$ cat config.mk
export PLATFORM = sky130hd
export DESIGN_NAME = controlUnit
export DESIGN_NICKNAME = d
export VERILOG_FILES = /design/src/ctrlPkg.sv /design/src/isaPkg.sv /design/src/controlUnit.sv /design/src/controlWordTable.sv /design/src/stateSequencer.sv /design/src/insDecode.sv
export VERILOG_INCLUDE_DIRS = /design/src /design/src/src
export SDC_FILE = /design/constraint.sdc
export NUM_CORES = 1
export LEC_CHECK = 0
export BUFFER_PORTS_ARGS = -buffer_cell sky130_fd_sc_hd__buf_4
export CAP_MARGIN = 10
export CORE_MARGIN = 1.5
export CORE_UTILIZATION = 35
export CTS_BUF_LIST = sky130_fd_sc_hd__clkbuf_2
export CTS_CLUSTER_SIZE = 8
export DETAILED_ROUTE_END_ITERATION = 7
export GPL_TIMING_DRIVEN = 0
export SETUP_SLACK_MARGIN = 0.5
export SLEW_MARGIN = 30
export SYNTH_ARGS = -nofsm -noshare
export SYNTH_HDL_FRONTEND = slang
export SYNTH_SLANG_ARGS = --single-unit
$ cat constraint.sdc
create_clock -name clk -period 5.1 [get_ports clk]
set_input_delay 1.275 -clock clk [delete_from_list [all_inputs] [get_ports clk]]
set_output_delay 1.275 -clock clk [all_outputs]
set_load 0.01 [all_outputs]
$ cat src/ctrlUnit_consts.svh
`ifndef CTRL_UNIT_CONSTS_SVH
`define CTRL_UNIT_CONSTS_SVH

// Datapath registers driven by the one-hot enables
`define REG_COUNT 14

// State register and instruction byte
`define STATE_WIDTH 8

// Control field widths
`define ALU_OP_WIDTH 3
`define BUS_SEL_WIDTH 4
`define P_CTRL_WIDTH 2
`define MEM_CTRL_WIDTH 4

// Extra cycles allowed past the computed run length
`define TIMEOUT_SLACK 64

`endif
$ cat src/ctrlPkg.sv
`include "ctrlUnit_consts.svh"

package ctrlPkg;

	typedef enum logic [`ALU_OP_WIDTH-1:0] {
		ALU_NONE = 3'd0,
		ALU_ADD  = 3'd1,
		ALU_MUL  = 3'd2,
		ALU_DIV  = 3'd3,
		ALU_MOD  = 3'd4
	} aluOpT;

	// Bus sources seen by the datapath
	typedef enum logic [`BUS_SEL_WIDTH-1:0] {
		BS_AC     = 4'd0,
		BS_MEMOUT = 4'd1,
		BS_ADDR   = 4'd2,
		BS_MULR   = 4'd3,
		BS_MV     = 4'd4,
		BS_WV     = 4'd5,
		BS_RP     = 4'd6,
		BS_CP     = 4'd7
	} busSelT;

	// Data memory address pointer
	typedef enum logic [`P_CTRL_WIDTH-1:0] {
		P_GSP = 2'd0,
		P_RP  = 2'd1,
		P_CP  = 2'd2,
		P_STP = 2'd3
	} pCtrlT;

	typedef enum logic [`MEM_CTRL_WIDTH-1:0] {
		MEM_IDLE  = 4'd0,
		MEM_READ  = 4'd1,
		MEM_WRITE = 4'd2,
		MEM_IREAD = 4'd3
	} memCtrlT;

	// Bit positions in rstEn, incEn and wrtEn
	typedef enum int unsigned {
		R_PC   = 0,
		R_IR   = 1,
		R_GSP  = 2,
		R_RP   = 3,
		R_CP   = 4,
		R_STP  = 5,
		R_CID  = 6,
		R_EOPC = 7,
		R_MC   = 8,
		R_MV   = 9,
		R_WV   = 10,
		R_MULR = 11,
		R_ADDR = 12,
		R_AC   = 13
	} regIdxT;

endpackage

$ cat src/isaPkg.sv
`include "ctrlUnit_consts.svh"

package isaPkg;

	// Opcodes double as entry states; internal states live from 8'hC0 up
	typedef enum logic [`STATE_WIDTH-1:0] {
		// Reset group
		RSTALL   = 8'h01,
		RSTAC    = 8'h02,
		RSTADDR  = 8'h03,
		RSTGSP   = 8'h04,
		RSTMC    = 8'h05,
		RSTCP    = 8'h06,
		RSTRP    = 8'h07,
		// Increment group
		INCGSP   = 8'h10,
		INCAC    = 8'h11,
		INCCP    = 8'h12,
		INCRP    = 8'h13,
		INCMC    = 8'h14,
		INCSTP   = 8'h15,
		// Loads and store, first step
		LDADDR_1 = 8'h20,
		LDAC_1   = 8'h21,
		LDMULR_1 = 8'h22,
		LDRP_1   = 8'h23,
		LDCP_1   = 8'h24,
		STSP_1   = 8'h28,
		// ALU
		ADD      = 8'h30,
		MUL1     = 8'h31,
		MUL2     = 8'h32,
		DIV      = 8'h33,
		MOD      = 8'h34,
		// Jumps
		JMPZ1    = 8'h40,
		JMPZ2    = 8'h41,
		JMP_1    = 8'h42,
		ENDOP    = 8'hFF,
		// Fetch
		FETCH_1  = 8'hC0,
		FETCH_2  = 8'hC1,
		FETCH_3  = 8'hC2,
		// Load second steps
		LDADDR_2 = 8'hC8,
		LDAC_2   = 8'hC9,
		LDMULR_2 = 8'hCA,
		LDRP_2   = 8'hCB,
		LDCP_2   = 8'hCC,
		// Conditional jump chains
		JMPZ1Y_1 = 8'hD0,
		JMPZ1Y_2 = 8'hD1,
		JMPZ1Y_3 = 8'hD2,
		JMPZ1N_1 = 8'hD4,
		JMPZ1N_2 = 8'hD5,
		JMPZ1N_3 = 8'hD6,
		JMPZ2Y_1 = 8'hD8,
		JMPZ2Y_2 = 8'hD9,
		JMPZ2Y_3 = 8'hDA,
		JMPZ2N_1 = 8'hDC,
		JMPZ2N_2 = 8'hDD,
		// Unconditional jump tail
		JMP_2    = 8'hE1,
		JMP_3    = 8'hE2,
		JMP_4    = 8'hE3
	} stateT;

endpackage

$ cat src/controlUnit.sv
`timescale 1ns/10ps
`include "ctrlUnit_consts.svh"

module controlUnit (
	input  logic                    clk,
	input  logic                    rstN,
	input  logic [`STATE_WIDTH-1:0] ins,
	input  logic                    iacq,
	input  logic                    acq,
	input  logic                    z1,
	input  logic                    z2,
	output isaPkg::stateT           state,
	output ctrlPkg::aluOpT          aluOp,
	output ctrlPkg::busSelT         busSelect,
	output ctrlPkg::pCtrlT          pCtrl,
	output ctrlPkg::memCtrlT        memCtrl,
	output logic [`REG_COUNT-1:0]   rstEn,
	output logic [`REG_COUNT-1:0]   incEn,
	output logic [`REG_COUNT-1:0]   wrtEn
);

	isaPkg::stateT entryState;
	isaPkg::stateT curState;

	insDecode u_insDecode (
		.ins        (ins),
		.entryState (entryState)
	);

	stateSequencer u_stateSequencer (
		.clk        (clk),
		.rstN       (rstN),
		.iacq       (iacq),
		.acq        (acq),
		.z1         (z1),
		.z2         (z2),
		.entryState (entryState),
		.curState   (curState)
	);

	// Outputs trail curState by one cycle
	controlWordTable u_controlWordTable (
		.clk       (clk),
		.rstN      (rstN),
		.curState  (curState),
		.state     (state),
		.aluOp     (aluOp),
		.busSelect (busSelect),
		.pCtrl     (pCtrl),
		.memCtrl   (memCtrl),
		.rstEn     (rstEn),
		.incEn     (incEn),
		.wrtEn     (wrtEn)
	);

endmodule

$ cat src/controlWordTable.sv
`timescale 1ns/10ps
`include "ctrlUnit_consts.svh"

module controlWordTable (
	input  logic                  clk,
	input  logic                  rstN,
	input  isaPkg::stateT         curState,
	output isaPkg::stateT         state,
	output ctrlPkg::aluOpT        aluOp,
	output ctrlPkg::busSelT       busSelect,
	output ctrlPkg::pCtrlT        pCtrl,
	output ctrlPkg::memCtrlT      memCtrl,
	output logic [`REG_COUNT-1:0] rstEn,
	output logic [`REG_COUNT-1:0] incEn,
	output logic [`REG_COUNT-1:0] wrtEn
);

	ctrlPkg::aluOpT        nextAluOp;
	ctrlPkg::busSelT       nextBusSelect;
	ctrlPkg::pCtrlT        nextPCtrl;
	ctrlPkg::memCtrlT      nextMemCtrl;
	logic [`REG_COUNT-1:0] nextRstEn;
	logic [`REG_COUNT-1:0] nextIncEn;
	logic [`REG_COUNT-1:0] nextWrtEn;

	function automatic logic [`REG_COUNT-1:0] regBit(input ctrlPkg::regIdxT idx);
		logic [`REG_COUNT-1:0] vec;
		vec = '0;
		vec[idx] = 1'b1;
		return vec;
	endfunction

	always_comb begin
		// Idle word unless the state says otherwise
		nextAluOp     = ctrlPkg::ALU_NONE;
		nextBusSelect = ctrlPkg::BS_AC;
		nextPCtrl     = ctrlPkg::P_GSP;
		nextMemCtrl   = ctrlPkg::MEM_IDLE;
		nextRstEn     = '0;
		nextIncEn     = '0;
		nextWrtEn     = '0;
		case (curState)
			isaPkg::FETCH_1: nextMemCtrl = ctrlPkg::MEM_IREAD;
			isaPkg::FETCH_2: begin
				nextIncEn = regBit(ctrlPkg::R_PC);
				nextWrtEn = regBit(ctrlPkg::R_IR);
			end

			// Everything above PC and IR
			isaPkg::RSTALL:  nextRstEn = {`REG_COUNT{1'b1}} << ctrlPkg::R_GSP;
			isaPkg::RSTAC:   nextRstEn = regBit(ctrlPkg::R_AC);
			isaPkg::RSTADDR: nextRstEn = regBit(ctrlPkg::R_ADDR);
			isaPkg::RSTGSP:  nextRstEn = regBit(ctrlPkg::R_GSP);
			isaPkg::RSTMC:   nextRstEn = regBit(ctrlPkg::R_MC);
			isaPkg::RSTCP:   nextRstEn = regBit(ctrlPkg::R_CP);
			isaPkg::RSTRP:   nextRstEn = regBit(ctrlPkg::R_RP);

			isaPkg::INCGSP:  nextIncEn = regBit(ctrlPkg::R_GSP);
			isaPkg::INCAC:   nextIncEn = regBit(ctrlPkg::R_AC);
			isaPkg::INCCP:   nextIncEn = regBit(ctrlPkg::R_CP);
			isaPkg::INCRP:   nextIncEn = regBit(ctrlPkg::R_RP);
			isaPkg::INCMC:   nextIncEn = regBit(ctrlPkg::R_MC);
			isaPkg::INCSTP:  nextIncEn = regBit(ctrlPkg::R_STP);

			// Memory read request, pointer picked per load
			isaPkg::LDADDR_1,
			isaPkg::LDAC_1,
			isaPkg::LDMULR_1: nextMemCtrl = ctrlPkg::MEM_READ;
			isaPkg::LDRP_1: begin
				nextMemCtrl = ctrlPkg::MEM_READ;
				nextPCtrl   = ctrlPkg::P_RP;
			end
			isaPkg::LDCP_1: begin
				nextMemCtrl = ctrlPkg::MEM_READ;
				nextPCtrl   = ctrlPkg::P_CP;
			end

			// Memory data onto the bus
			isaPkg::LDADDR_2: begin
				nextBusSelect = ctrlPkg::BS_MEMOUT;
				nextWrtEn     = regBit(ctrlPkg::R_ADDR);
			end
			isaPkg::LDAC_2: begin
				nextBusSelect = ctrlPkg::BS_MEMOUT;
				nextMemCtrl   = ctrlPkg::MEM_READ;
				nextWrtEn     = regBit(ctrlPkg::R_AC);
			end
			isaPkg::LDMULR_2,
			isaPkg::LDRP_2: begin
				nextBusSelect = ctrlPkg::BS_MEMOUT;
				nextWrtEn     = regBit(ctrlPkg::R_MULR);
			end
			isaPkg::LDCP_2: begin
				nextBusSelect = ctrlPkg::BS_MEMOUT;
				nextWrtEn     = regBit(ctrlPkg::R_AC);
			end

			isaPkg::STSP_1: begin
				nextPCtrl   = ctrlPkg::P_STP;
				nextMemCtrl = ctrlPkg::MEM_WRITE;
			end

			isaPkg::ADD: begin
				nextAluOp     = ctrlPkg::ALU_ADD;
				nextBusSelect = ctrlPkg::BS_ADDR;
			end
			isaPkg::MUL1: begin
				nextAluOp     = ctrlPkg::ALU_MUL;
				nextBusSelect = ctrlPkg::BS_MULR;
			end
			isaPkg::MUL2: begin
				nextAluOp     = ctrlPkg::ALU_MUL;
				nextBusSelect = ctrlPkg::BS_MV;
			end
			isaPkg::DIV: begin
				nextAluOp     = ctrlPkg::ALU_DIV;
				nextBusSelect = ctrlPkg::BS_WV;
			end
			isaPkg::MOD: begin
				nextAluOp     = ctrlPkg::ALU_MOD;
				nextBusSelect = ctrlPkg::BS_WV;
			end

			// Jump chains keep the instruction memory reading
			isaPkg::JMPZ1Y_1,
			isaPkg::JMPZ2Y_1: begin
				nextMemCtrl = ctrlPkg::MEM_IREAD;
				nextWrtEn   = regBit(ctrlPkg::R_IR);
			end
			isaPkg::JMPZ1Y_2,
			isaPkg::JMPZ2Y_2,
			isaPkg::JMP_3: begin
				nextMemCtrl = ctrlPkg::MEM_IREAD;
				nextWrtEn   = regBit(ctrlPkg::R_PC);
			end
			// Not taken, skip the target byte
			isaPkg::JMPZ1N_1,
			isaPkg::JMPZ2N_1: begin
				nextMemCtrl = ctrlPkg::MEM_IREAD;
				nextIncEn   = regBit(ctrlPkg::R_PC);
				nextWrtEn   = regBit(ctrlPkg::R_IR);
			end
			isaPkg::JMPZ1,
			isaPkg::JMPZ2,
			isaPkg::JMPZ1Y_3,
			isaPkg::JMPZ2Y_3,
			isaPkg::JMPZ1N_2,
			isaPkg::JMPZ1N_3,
			isaPkg::JMPZ2N_2,
			isaPkg::JMP_1,
			isaPkg::JMP_2,
			isaPkg::JMP_4: nextMemCtrl = ctrlPkg::MEM_IREAD;

			default: nextMemCtrl = ctrlPkg::MEM_IDLE;
		endcase
	end

	always_ff @(posedge clk or negedge rstN) begin
		if (!rstN) begin
			state     <= isaPkg::FETCH_1;
			aluOp     <= ctrlPkg::ALU_NONE;
			busSelect <= ctrlPkg::BS_AC;
			pCtrl     <= ctrlPkg::P_GSP;
			memCtrl   <= ctrlPkg::MEM_IDLE;
			rstEn     <= '0;
			incEn     <= '0;
			wrtEn     <= '0;
		end else begin
			state     <= curState;
			aluOp     <= nextAluOp;
			busSelect <= nextBusSelect;
			pCtrl     <= nextPCtrl;
			memCtrl   <= nextMemCtrl;
			rstEn     <= nextRstEn;
			incEn     <= nextIncEn;
			wrtEn     <= nextWrtEn;
		end
	end

endmodule

$ cat src/stateSequencer.sv
`timescale 1ns/10ps

module stateSequencer (
	input  logic          clk,
	input  logic          rstN,
	input  logic          iacq,
	input  logic          acq,
	input  logic          z1,
	input  logic          z2,
	input  isaPkg::stateT entryState,
	output isaPkg::stateT curState
);

	isaPkg::stateT nextState;

	always_ff @(posedge clk or negedge rstN) begin
		if (!rstN) begin
			curState <= isaPkg::FETCH_1;
		end else begin
			curState <= nextState;
		end
	end

	always_comb begin
		nextState = isaPkg::FETCH_1;
		case (curState)
			// Instruction fetch
			isaPkg::FETCH_1: nextState = iacq ? isaPkg::FETCH_2 : isaPkg::FETCH_1;
			isaPkg::FETCH_2: nextState = isaPkg::FETCH_3;
			isaPkg::FETCH_3: nextState = entryState;

			// Single-cycle states
			isaPkg::RSTALL,
			isaPkg::RSTAC,
			isaPkg::RSTADDR,
			isaPkg::RSTGSP,
			isaPkg::RSTMC,
			isaPkg::RSTCP,
			isaPkg::RSTRP,
			isaPkg::INCGSP,
			isaPkg::INCAC,
			isaPkg::INCCP,
			isaPkg::INCRP,
			isaPkg::INCMC,
			isaPkg::INCSTP,
			isaPkg::ADD,
			isaPkg::MUL1,
			isaPkg::MUL2,
			isaPkg::DIV,
			isaPkg::MOD: nextState = isaPkg::FETCH_1;

			// Loads wait for the data memory
			isaPkg::LDADDR_1: nextState = acq ? isaPkg::LDADDR_2 : isaPkg::LDADDR_1;
			isaPkg::LDAC_1:   nextState = acq ? isaPkg::LDAC_2 : isaPkg::LDAC_1;
			isaPkg::LDMULR_1: nextState = acq ? isaPkg::LDMULR_2 : isaPkg::LDMULR_1;
			isaPkg::LDRP_1:   nextState = acq ? isaPkg::LDRP_2 : isaPkg::LDRP_1;
			isaPkg::LDCP_1:   nextState = acq ? isaPkg::LDCP_2 : isaPkg::LDCP_1;
			isaPkg::LDADDR_2,
			isaPkg::LDAC_2,
			isaPkg::LDMULR_2,
			isaPkg::LDRP_2,
			isaPkg::LDCP_2:   nextState = isaPkg::FETCH_1;

			isaPkg::STSP_1:   nextState = acq ? isaPkg::FETCH_1 : isaPkg::STSP_1;

			// Branch on zero flag 1, taken when set
			isaPkg::JMPZ1:    nextState = z1 ? isaPkg::JMPZ1Y_1 : isaPkg::JMPZ1N_1;
			isaPkg::JMPZ1Y_1: nextState = iacq ? isaPkg::JMPZ1Y_2 : isaPkg::JMPZ1Y_1;
			isaPkg::JMPZ1Y_2: nextState = isaPkg::JMPZ1Y_3;
			isaPkg::JMPZ1Y_3: nextState = isaPkg::FETCH_1;
			isaPkg::JMPZ1N_1: nextState = isaPkg::JMPZ1N_2;
			isaPkg::JMPZ1N_2: nextState = iacq ? isaPkg::JMPZ1N_3 : isaPkg::JMPZ1N_2;
			isaPkg::JMPZ1N_3: nextState = isaPkg::FETCH_1;

			// Branch on zero flag 2, taken when clear
			isaPkg::JMPZ2:    nextState = z2 ? isaPkg::JMPZ2N_1 : isaPkg::JMPZ2Y_1;
			isaPkg::JMPZ2Y_1: nextState = iacq ? isaPkg::JMPZ2Y_2 : isaPkg::JMPZ2Y_1;
			isaPkg::JMPZ2Y_2: nextState = isaPkg::JMPZ2Y_3;
			isaPkg::JMPZ2Y_3: nextState = isaPkg::FETCH_1;
			isaPkg::JMPZ2N_1: nextState = isaPkg::JMPZ2N_2;
			// Short chain, returns straight to fetch
			isaPkg::JMPZ2N_2: nextState = iacq ? isaPkg::FETCH_1 : isaPkg::JMPZ2N_2;

			// Unconditional jump
			isaPkg::JMP_1:    nextState = iacq ? isaPkg::JMP_2 : isaPkg::JMP_1;
			isaPkg::JMP_2:    nextState = isaPkg::JMP_3;
			isaPkg::JMP_3:    nextState = isaPkg::JMP_4;
			isaPkg::JMP_4:    nextState = isaPkg::FETCH_1;

			// Halt
			isaPkg::ENDOP:    nextState = isaPkg::ENDOP;

			default:          nextState = isaPkg::FETCH_1;
		endcase
	end

endmodule

$ cat src/insDecode.sv
`timescale 1ns/10ps
`include "ctrlUnit_consts.svh"

module insDecode (
	input  logic [`STATE_WIDTH-1:0] ins,
	output isaPkg::stateT           entryState
);

	// Legal opcodes pass through as their own entry state
	always_comb begin
		case (ins)
			isaPkg::RSTALL,
			isaPkg::RSTAC,
			isaPkg::RSTADDR,
			isaPkg::RSTGSP,
			isaPkg::RSTMC,
			isaPkg::RSTCP,
			isaPkg::RSTRP,
			isaPkg::INCGSP,
			isaPkg::INCAC,
			isaPkg::INCCP,
			isaPkg::INCRP,
			isaPkg::INCMC,
			isaPkg::INCSTP,
			isaPkg::LDADDR_1,
			isaPkg::LDAC_1,
			isaPkg::LDMULR_1,
			isaPkg::LDRP_1,
			isaPkg::LDCP_1,
			isaPkg::STSP_1,
			isaPkg::ADD,
			isaPkg::MUL1,
			isaPkg::MUL2,
			isaPkg::DIV,
			isaPkg::MOD,
			isaPkg::JMPZ1,
			isaPkg::JMPZ2,
			isaPkg::JMP_1,
			isaPkg::ENDOP: begin
				entryState = isaPkg::stateT'(ins);
			end
			// Illegal byte, including internal state codes
			default: begin
				entryState = isaPkg::FETCH_1;
			end
		endcase
	end

endmodule

==> results of run 1 <==
-- layout by cell type, fill, tap and decap left out, types with 2 or more instances in the layout --
cell,instances
nand2_1,10
clkbuf_1,2
o31a_1,3
buf_2,9
buf_4,84
nand2b_1,8
nand4_1,4
and3_1,3
buf_6,2
nor3_1,13
nor2_1,33
nand3b_1,2
o31ai_1,2
nor3_2,2
or3_1,2
o21ai_0,8
inv_1,2
dfstp_2,4
xnor2_1,3
clkbuf_2,7
buf_1,2
nor2b_1,3
a32oi_1,5
or4b_1,2
a211o_1,4
nor4b_1,2
conb_1,21
a21oi_1,19
nand3_1,7
nor4_1,2
a211oi_1,2
a21o_1,3
dfrtp_1,41
-- worst paths after layout --
path / end / startpoint / cells past startpoint
worst max-delay path: rstEn[6] / u_controlWordTable.rstEn[11] / 2
worst min-delay path: u_controlWordTable.state[7] / u_stateSequencer.curState[7] / 0
worst max register to register: u_stateSequencer.curState[0] / u_stateSequencer.curState[6] / 6
worst min register to register: u_controlWordTable.state[7] / u_stateSequencer.curState[7] / 0
max in group asynchronous: u_controlWordTable.state[6] / rstN / 1
min in group asynchronous: u_controlWordTable.rstEn[11] / rstN / 1
-- sequential cells by signal, summed over array words and instances, names as in the netlist --
register	count
u_controlWordTable.pCtrl	2
u_controlWordTable.busSelect	3
u_controlWordTable.aluOp	3
u_controlWordTable.memCtrl	2
u_controlWordTable.state	8
u_controlWordTable.rstEn	7
u_controlWordTable.incEn	7
u_controlWordTable.wrtEn	5
u_stateSequencer.curState	8
-- worst register-to-register path: stages, from the launching register on --
cell	delay (ns)
dfstp_2	0.64
buf_4	0.19
nand2_1	0.10
nor3b_2	0.53
nand3_1	0.22
o311ai_1	0.39
a211o_1	0.15
-- cell families (layout without fill, tap and decap cells) --
group,count (synthesis),in the layout
XOR/XNOR,3,3
AND/OR/NAND/NOR,103,103
AO/OA/AOI/OAI,62,62
other,1,21
multiplexers,1,1
buffers and inverters,47,110
flip-flops,45,45
-- cell type report --
type | instances | share of cell area
inverters | 2 | 0.00238
well taps | 96 | 0.0381
flip-flops and latches | 45 | 0.359
clock inverters | 1 | 0.00238
repair buffers | 55 | 0.131
plain buffers | 45 | 0.0996
multi-input cells | 190 | 0.357
clock buffers | 7 | 0.0111
-- per-stage QoR --
step / std cells / hold WS [ns]
finish: 441 / 0.391
global route: 441 / 0.406
CTS: 441 / 0.395
detailed placement: 433 / 0.360
global placement: 433 / 0.360
floorplan: 282 / 0.349
-- synth_stat cells (3+ instances only) --
cell type,instances,area share
a211o_1,4,0.014
a21o_1,3,0.0090
a21oi_1,19,0.038
a32oi_1,5,0.018
and3_1,3,0.0075
buf_2,9,0.018
buf_4,29,0.087
dfrtp_1,41,0.41
dfstp_2,4,0.042
nand2_1,10,0.015
nand2b_1,8,0.020
nand3_1,7,0.014
nand4_1,4,0.010
nor2_1,33,0.050
nor2b_1,3,0.0075
nor3_1,13,0.026
o21ai_0,8,0.016
o31a_1,3,0.011
xnor2_1,3,0.011
-- routing by layer --
metal / global-route usage / part of all wire
met2: 0.303 / 0.47
met5: 0 / 0
met4: 0.0620 / 0.019
met1: 0.251 / 0.43
met3: 0.0408 / 0.078
-- report_power, final --
part	switching [mW]	total, mW	internal, mW
combinational	0.0246	0.0440	0.0193
clock	0.113	0.151	0.0379
sequential	0	0.358	0.358
total	0.138	0.553	0.415
==> run metrics, run 1 <==
status=finished clean; slowest CP cell=dfrtp_1; Max Fanout on Critical Path=6; largest net degree at the start of global routing=46; final core utilization=0.462; area of the multi-input gates=1130 um2; TritonCTS Sinks=45; Post-CTS Setup Repair Bufs=0; drt via density=5.03; area share of fa/ha/maj cells after synthesis=0; Final WS setup=2.65 ns; Remaining DRCs=0; number of global-route vias before repair=2055; sequential fraction of the synthesis area=0.453; Post-Synth Simple-Gate Area=0.225; PwrDens=175 nW/um2; reg-to-reg setup timing slack=2.85 ns; worst-path cell chain=buf_4 -> buf_4; Starting Density=0.366; Slew Limit Fails=0; distinct cell type count of the synthesized netlist=60; CP Capture Type=output pin; Fin. Hold Viols=0; Die H=87.5 um; Worst Path Buf+Inv=2; Nets=358; Clock Latency Late Sink=0.42 ns; Die Width=87.5 um; DIE AREA=7650 um2; Final Setup Violations=0; Highest Clock Rate=408 MHz; CTS hold repair buffers=0; CP max stage delay=0.48 ns; FILL cells=684; Slew HR=0.509; Lkg Pwr=1.39 nW; global-route wire length before repair=10.9 mm; CTS resizes=0; I/O Pins=77; initial drt markers=172; Yosys Warn Count=0; Overall Power=0.553 mW; Arr. time, crit path=1.18 ns; EDFF count, synth=0; post-synthesis cell area=2500 um2; Final Instance Area=3150 um2; Synth async-reset ratio=1.00; dpl cell area=3110 um2; RSZ-0062 raised after global routing=false; Most common cell on crit path=buf_4; CTS H-tree depth=2; skew final=0.0125 ns; Worst Tran Pin Value=0.727 ns; grt total ovfl=0; Std-Cell Rows=30; #FFs+latches synth=45; Root Buffer=clkbuf_2; delay-heaviest family, CP=flip-flops; post-synthesis mux area share=0.00401; Peak supply drop=0.0000803 V; top_reg_cell synth=dfrtp_1; HPWL after DPL=5.03 mm; initial antenna violation count=0; crit start category=register; drt first pass iters=4; Hold WC Path Type=reg2reg; clock period minus worst slack=2.45 ns; setup TNS=0 ns; Antenna Cells=0; gr usage total=0.188; Max-cap violations=0; synthesized area per cell=9.53 um2; Compound-Gate Fraction of Synth Area=0.177; Post-DRT Antenna Nets=0; layout cells sized above 1=0.339; Syn Inst Count=262; clk buf depth=2; worst endpoint required time=3.83 ns; CP Class=reg2out; register area=1130 um2; Synth Area in XOR/XNOR=0.0105; core area=6830 um2; largest family of logic cells by synthesized area=simple AND/OR/NAND/NOR gates; number of buffers added on ports=55; Detailed Route WL=6.81 mm; drt wl/cell=15.4 um; fin crit share=0.481; clock tree from TritonCTS=done; Syn-to-layout area delta=26.3%; Reg clk slew, reported paths=0.22 ns; Placement Setup Slack=2.43 ns; Vias=2218; CTS Buf Count=5; gpl congestion=0.921
Note: power is estimated with default switching activity, not from simulation.
==> inputs of run 2 (changes only) <==
clock period = 2.4 ns   (was 5.1 ns; I/O delays follow)
==> run 2 against run 1 <==
Against the previous run:
- combinational power is 110% higher
- routed wire length is 3.9% higher
- setup slack lost 2.1 ns
- register-to-register slack lost 2.3 ns
- critical path type is now reg2reg
- total power is 110% higher
- clock skew is 0.0052 ns higher
- global-route usage up 0.36 points
- first-iteration DRC count grew 1.2%
- count of clock-buffer cells in the layout unchanged
- non-clock buffer count is 15 higher
- flip-flop and latch count is the same
==> run metrics, run 2 (same netlist as run 1, synthesis figures left out) <==
status=finished clean; Antenna Cells=0 (unchanged); Post-DRT Antenna Nets=0 (unchanged); Arr. time, crit path=2.25 ns (+1.07 ns); Peak supply drop=0.000163 V (+100%); setup TNS=0 ns (unchanged); Hold WC Path Type=in2async; hold slack=0.136 ns (-0.255 ns); CP Class=reg2reg; Worst Path Buf+Inv=2 (unchanged); grt total ovfl=0 (unchanged); layout cells sized above 1=0.419 (+0.0803); core area=6830 um2 (unchanged); largest net degree at the start of global routing=46 (unchanged); drt via density=5.13 (+1.9%); Remaining DRCs=0 (unchanged); Die Width=87.5 um (unchanged); CTS hold repair buffers=0 (unchanged); CP Capture Type=register; clk buf depth=2 (unchanged); CTS H-tree depth=2 (unchanged); number of global-route vias before repair=2186 (+6.4%); Root Buffer=clkbuf_2; clock tree from TritonCTS=done; CP max stage delay=0.58 ns (+0.10 ns); Starting Density=0.366 (unchanged); gr usage total=0.192 (+0.00364); Nets=373 (+4.2%); slowest CP cell=dfstp_2; RSZ-0062 raised after global routing=true; commonest non-fill, non-tap cell in the layout=buf_4; drt wl/cell=15.5 um (+0.52%); Syn-to-layout area delta=35.7%; delay-heaviest family, CP=simple AND/OR/NAND/NOR gates; drt first pass iters=5 (+1); Die H=87.5 um (unchanged); Worst Tran Pin Value=0.603 ns (-0.123 ns); Slew Limit Fails=0 (unchanged); fin crit share=0.788; biggest registers after layout=u_controlWordTable.state x8, u_stateSequencer.curState x8; Fin. Hold Viols=0 (unchanged); TritonCTS Sinks=45 (unchanged); FILL cells=668 (-2.3%); I/O Pins=77 (unchanged); HPWL after DPL=5.03 mm (unchanged); initial drt markers=174 (+1.2%); Slew HR=0.597 (+0.0881); worst-path cell chain=buf_6 -> or4b_4 -> buf_6 -> nor3_2 -> or4_4 -> o21bai_4 -> nand4_1; Lkg Pwr=1.57 nW (+13%); crit start category=register; worst endpoint required time=2.76 ns (-1.07 ns); gpl congestion=0.921 (unchanged); Final Setup Violations=0 (unchanged); commonest non-fill, non-tap cells in the layout=buf_4 (98), dfrtp_1 (39), nor2_1 (32); initial antenna violation count=0 (unchanged); DIE AREA=7650 um2 (unchanged); global-route wire length before repair=11.2 mm (+2.8%); Most common cell on crit path=buf_6; Clock Latency Late Sink=0.41 ns (about the same); Vias=2338 (+5.4%); Std-Cell Rows=30 (unchanged); PwrDens=346 nW/um2 (+98%); Highest Clock Rate=529 MHz; clock period minus worst slack=1.89 ns; Max-cap violations=0 (unchanged); skew final=0.0177 ns (+0.00523 ns); Detailed Route WL=7.08 mm (+3.9%); Max Fanout on Critical Path=9 (+3); Reg clk slew, reported paths=0.23 ns (about the same); number of buffers added on ports=55 (unchanged); CTS Buf Count=5 (unchanged)
-- run 2: cell types whose count changed in the layout (fill, tap and decap cells not counted), moves of 2 or more --
cell	delta
buf_4	+14
a21oi_1	-2
a21oi_2	+2
buf_1	-2
buf_6	+2
clkbuf_1	-2
clkbuf_2	+2
dfrtp_1	-2
dfrtp_2	+2
-- run 2: cell type report --
type                       count  area, um2  area share
clock buffer                   7       35.0      0.0103
clock inverter                 1       7.51     0.00221
multi-input combinational    190       1230       0.362
buffer                        45        328      0.0967
inverter                       2       7.51     0.00221
sequential                    45       1130       0.334
timing repair buffer          70        529       0.156
tap                           96        120      0.0354
-- run 2: worst paths after layout --
| kind | from | to | slack, ns | cells past startpoint |
|---|---|---|---|---|
| min in group clk | u_stateSequencer.curState[2] | u_controlWordTable.state[2] | 0.41 | 0 |
| worst min-delay path | rstN | u_controlWordTable.memCtrl[0] | 0.14 | 1 |
| worst max register to register | u_stateSequencer.curState[7] | u_stateSequencer.curState[7] | 0.51 | 7 |
| worst min register to register | u_stateSequencer.curState[2] | u_controlWordTable.state[2] | 0.41 | 0 |
| max in group asynchronous | rstN | u_stateSequencer.curState[1] | 1.86 | 1 |
| worst max-delay path | u_stateSequencer.curState[7] | u_stateSequencer.curState[7] | 0.51 | 7 |
-- run 2: worst reg2reg max path, delay by kind of cell (launching register included) --
kind | cells | cell delay [ns]
simple gates | 4 | 0.83
buf+inv | 2 | 0.25
flops | 1 | 0.58
compound gates | 1 | 0.19
-- run 2: repair_timing --
action / in CTS / in global routing
endpoints found under the setup margin: 10 / 13
pin swaps: 1 / 6
gates resized for setup: 10 / 22
setup buffers: 6 / 9
cloned: 0 / 0
-- run 2: power breakdown --
| part | switching, mW | internal (mW) |
|---|---|---|
| Clock | 0.240 | 0.0805 |
| Combinational | 0.0520 | 0.0411 |
| Sequential | 0 | 0.760 |
-- run 2: per-layer routing --
metal	global-route usage	vias to the layer above	share of wire
met5	0	-	0
met4	0.0779	0	0.013
met3	0.0427	16	0.069
met2	0.308	122	0.49
met1	0.250	1102	0.42
li1	-	1098	-
-- run 2: stage by stage --
stage | utilization | setup WS [ns] | instance area, um2 | std cells | power (mW)
detailed placement | 0.455 | 0.279 | 3110 | 433 | 0.865
floorplan | - | 0.644 | 2570 | 282 | 0.823
CTS | 0.474 | 0.497 | 3240 | 447 | 1.19
global placement | 0.455 | 0.0496 | 3110 | 433 | 0.864
global route | 0.496 | 0.416 | 3390 | 456 | 1.24
finish | 0.496 | 0.508 | 3390 | 456 | 1.17
==> inputs of run 3 (changes only) <==
ABC_AREA = 1   (was not set)
clock period = 1.9 ns   (was 2.4 ns; I/O delays follow)
==> run 3 against run 2 <==
Against the previous run:
- core utilization increased by 9.4 points
- cell area increased by 18%
- critical path type unchanged
- synthesized cell count increased by 19%
- register-to-register slack got worse by 0.26 ns
- clock power increased by 19%
- critical endpoint is now u_stateSequencer.curState[6]
- largest power group unchanged
- maximum frequency increased by 15%
==> run metrics, run 3 <==
status=finished clean; Max-cap violations=0 (unchanged); Synth async-reset ratio=1.00 (unchanged); Slew HR=0.636 (+0.0395); Starting Density=0.361 (-0.00498); Antenna Cells=0 (unchanged); drt via density=4.66 (-9.1%); distinct cell type count of the synthesized netlist=23 (-62%); Highest Clock Rate=607 MHz (+15%); commonest non-fill, non-tap cells in the layout=buf_4 (69), buf_6 (54), nand2_1 (47); synthesized area per cell=7.85 um2 (-18%); RSZ-0062 raised after global routing=true; Std-Cell Rows=30 (unchanged); Fin. Hold Viols=0 (unchanged); Yosys Warn Count=0 (unchanged); fin crit share=0.867 (+0.0791); clock period minus worst slack=1.65 ns (-0.244 ns); gpl congestion=0.901 (-2.2%); Hold WC Path Type=in2async; CP Class=reg2reg; post-synthesis mux area share=0 (-0.00401); sequential fraction of the synthesis area=0.462 (+0.00879); CTS H-tree depth=2 (unchanged); TritonCTS Sinks=45 (unchanged); Highest Signal Layer=met4; Post-Synth Simple-Gate Area=0.357 (+0.132); number of global-route vias before repair=2327 (+6.5%); Root Buffer=clkbuf_2; Synth top cells by count=nand2_1 (67), nor2_1 (42), dfrtp_1 (41); Syn-to-layout area delta=63.7%; top_reg_cell synth=dfrtp_1; Arr. time, crit path=2.00 ns (-0.25 ns); global-route wire length before repair=11.4 mm (+1.6%); initial antenna violation count=0 (unchanged); Peak supply drop=0.000210 V (+29%); EDFF count, synth=0 (unchanged); Max Fanout on Critical Path=5 (-4); top cell type's share of synthesized area=0.419 (+0.00797); WL met1=2.83 mm (-5.9%); drt first pass iters=4 (-1); Final WS setup=0.252 ns (-0.256 ns); Remaining DRCs=0 (unchanged); #FFs+latches synth=45 (unchanged); Placement Setup Slack=0.235 ns (-0.0439 ns); Syn Inst Count=312 (+19%); Compound-Gate Fraction of Synth Area=0.0449 (-0.132); crit start category=register; CTS Buf Count=5 (unchanged); clk buf depth=2 (unchanged); number of buffers added on ports=55 (unchanged); Lkg Pwr=2.10 nW (+34%); hold slack=0.0201 ns (-0.116 ns); Post-DRT Antenna Nets=0 (unchanged); area share of fa/ha/maj cells after synthesis=0 (unchanged); Nets=450 (+21%); drt wl/cell=13.9 um (-10%); Die Width=86.7 um (-0.92%); Reg clk slew, reported paths=0.21 ns (-0.02 ns); setup TNS=0 ns (unchanged); skew final=0.0142 ns (-0.00350 ns); met2 WL post-DR=3.85 mm (+10%); grt total ovfl=0 (unchanged); commonest non-fill, non-tap cell in the layout=buf_4; Die H=86.7 um (-0.92%); met3 wire length=498 um (+1.8%); largest net degree at the start of global routing=46 (unchanged); worst endpoint required time=2.26 ns (-0.50 ns); I/O Pins=77 (unchanged); Slew Limit Fails=0 (unchanged); initial drt markers=138 (-21%); Detailed Route WL=7.43 mm (+4.9%); biggest registers after layout=u_controlWordTable.state x8, u_stateSequencer.curState x8; Worst Tran Pin Value=0.545 ns (-0.0580 ns); Clock Latency Late Sink=0.41 ns (about the same); DIE AREA=7510 um2 (-1.8%); Vias=2483 (+6.2%); core area=6790 um2 (-0.55%); Final Setup Violations=0 (unchanged); top-count cell post-synth=nand2_1; layout cells sized above 1=0.558 (+0.139); post-synthesis cell area=2450 um2 (-1.9%); clock tree from TritonCTS=done; largest family of logic cells by synthesized area=simple AND/OR/NAND/NOR gates; synth top area cells=dfrtp_1 (42%), nand2_1 (10%), buf_4 (8.0%); CP Capture Type=register; HPWL after DPL=4.94 mm (-1.6%); Synth Area in XOR/XNOR=0 (-0.0105); gr usage total=0.199 (+0.00703); PwrDens=365 nW/um2 (+5.5%); Synth area leader=dfrtp_1
run 3: changes by cell type after synthesis, sizes merged, moves of 4 or more:
cell	before	now
nand2	10	82
inv	2	33
nand3	7	35
nor2	33	51
buf	42	27
a21oi	19	5
nand2b	8	0
a32oi	5	0
nor3	15	10
a211o	4	0
run 3: per-stage QoR:
step                total power, mW  utilization  cell area, um2  std cells
global placement               1.10        0.450            3060        483
detailed placement             1.10        0.450            3060        483
global route                   1.54        0.590            4010        533
CTS                            1.48        0.548            3720        516
floorplan                      1.05            -            2520        332
finish                         1.47        0.590            4010        533
run 3: final cells by class:
type / instances / area (um2)
buffer: 27 / 210
clock buffer: 6 / 30.0
clock inverter: 2 / 10.0
fill: 613 / 2780
inverter: 33 / 136
multi-input combinational: 227 / 1440
sequential: 45 / 1140
tap: 96 / 120
timing repair buffer: 97 / 931
run 3: report_power, final:
| part | total [mW] | leakage [nW] | switching [mW] | internal [mW] |
|---|---|---|---|---|
| clock | 0.381 | 0.0327 | 0.288 | 0.0925 |
| combinational | 0.125 | 1.52 | 0.0707 | 0.0543 |
| sequential | 0.960 | 0.549 | 0 | 0.960 |
run 3: cells by family after synthesis:
logic type             Yosys count
buffers and inverters           60
AOI/OAI and AO/OA               20
DFF                             45
and+or+nand+nor                186
other                            1
run 3: worst max-delay path, cell delays in order (launching register included):
cell     delay [ns]
dfstp_2        0.65
nand2_4        0.10
nor2_4         0.15
buf_4          0.13
buf_6          0.09
nand2_4        0.06
nand2_4        0.10
inv_1          0.05
nand2_1        0.07
nor2_2         0.05
nand3_2        0.08
nand3_1        0.07
run 3: layer usage:
metal / vias up / GRT usage
met4: 0 / 0.0997
met1: 1138 / 0.230
met3: 24 / 0.0390
met2: 126 / 0.349
met5: - / 0
li1: 1195 / -
run 3: final timing paths:
check	startpoint	to	slack [ns]	depth (start not counted)
max	u_stateSequencer.curState[6]	u_stateSequencer.curState[6]	0.25	11
min	rstN	u_controlWordTable.rstEn[3]	0.02	1
max reg2reg	u_stateSequencer.curState[6]	u_stateSequencer.curState[6]	0.25	11
min reg2reg	u_stateSequencer.curState[6]	u_controlWordTable.state[6]	0.44	0
max in group asynchronous	rstN	u_stateSequencer.curState[3]	1.49	1
min in group clk	ins[1]	u_stateSequencer.curState[1]	0.29	3
run 3: timing repair:
action	in CTS	in global routing
hold buffers	0	0
setup endpoints to repair	61	61
setup buffers	24	17
hold endpoints to repair	0	0
pin swaps	27	25
gates resized for setup	126	44
cloned	1	0
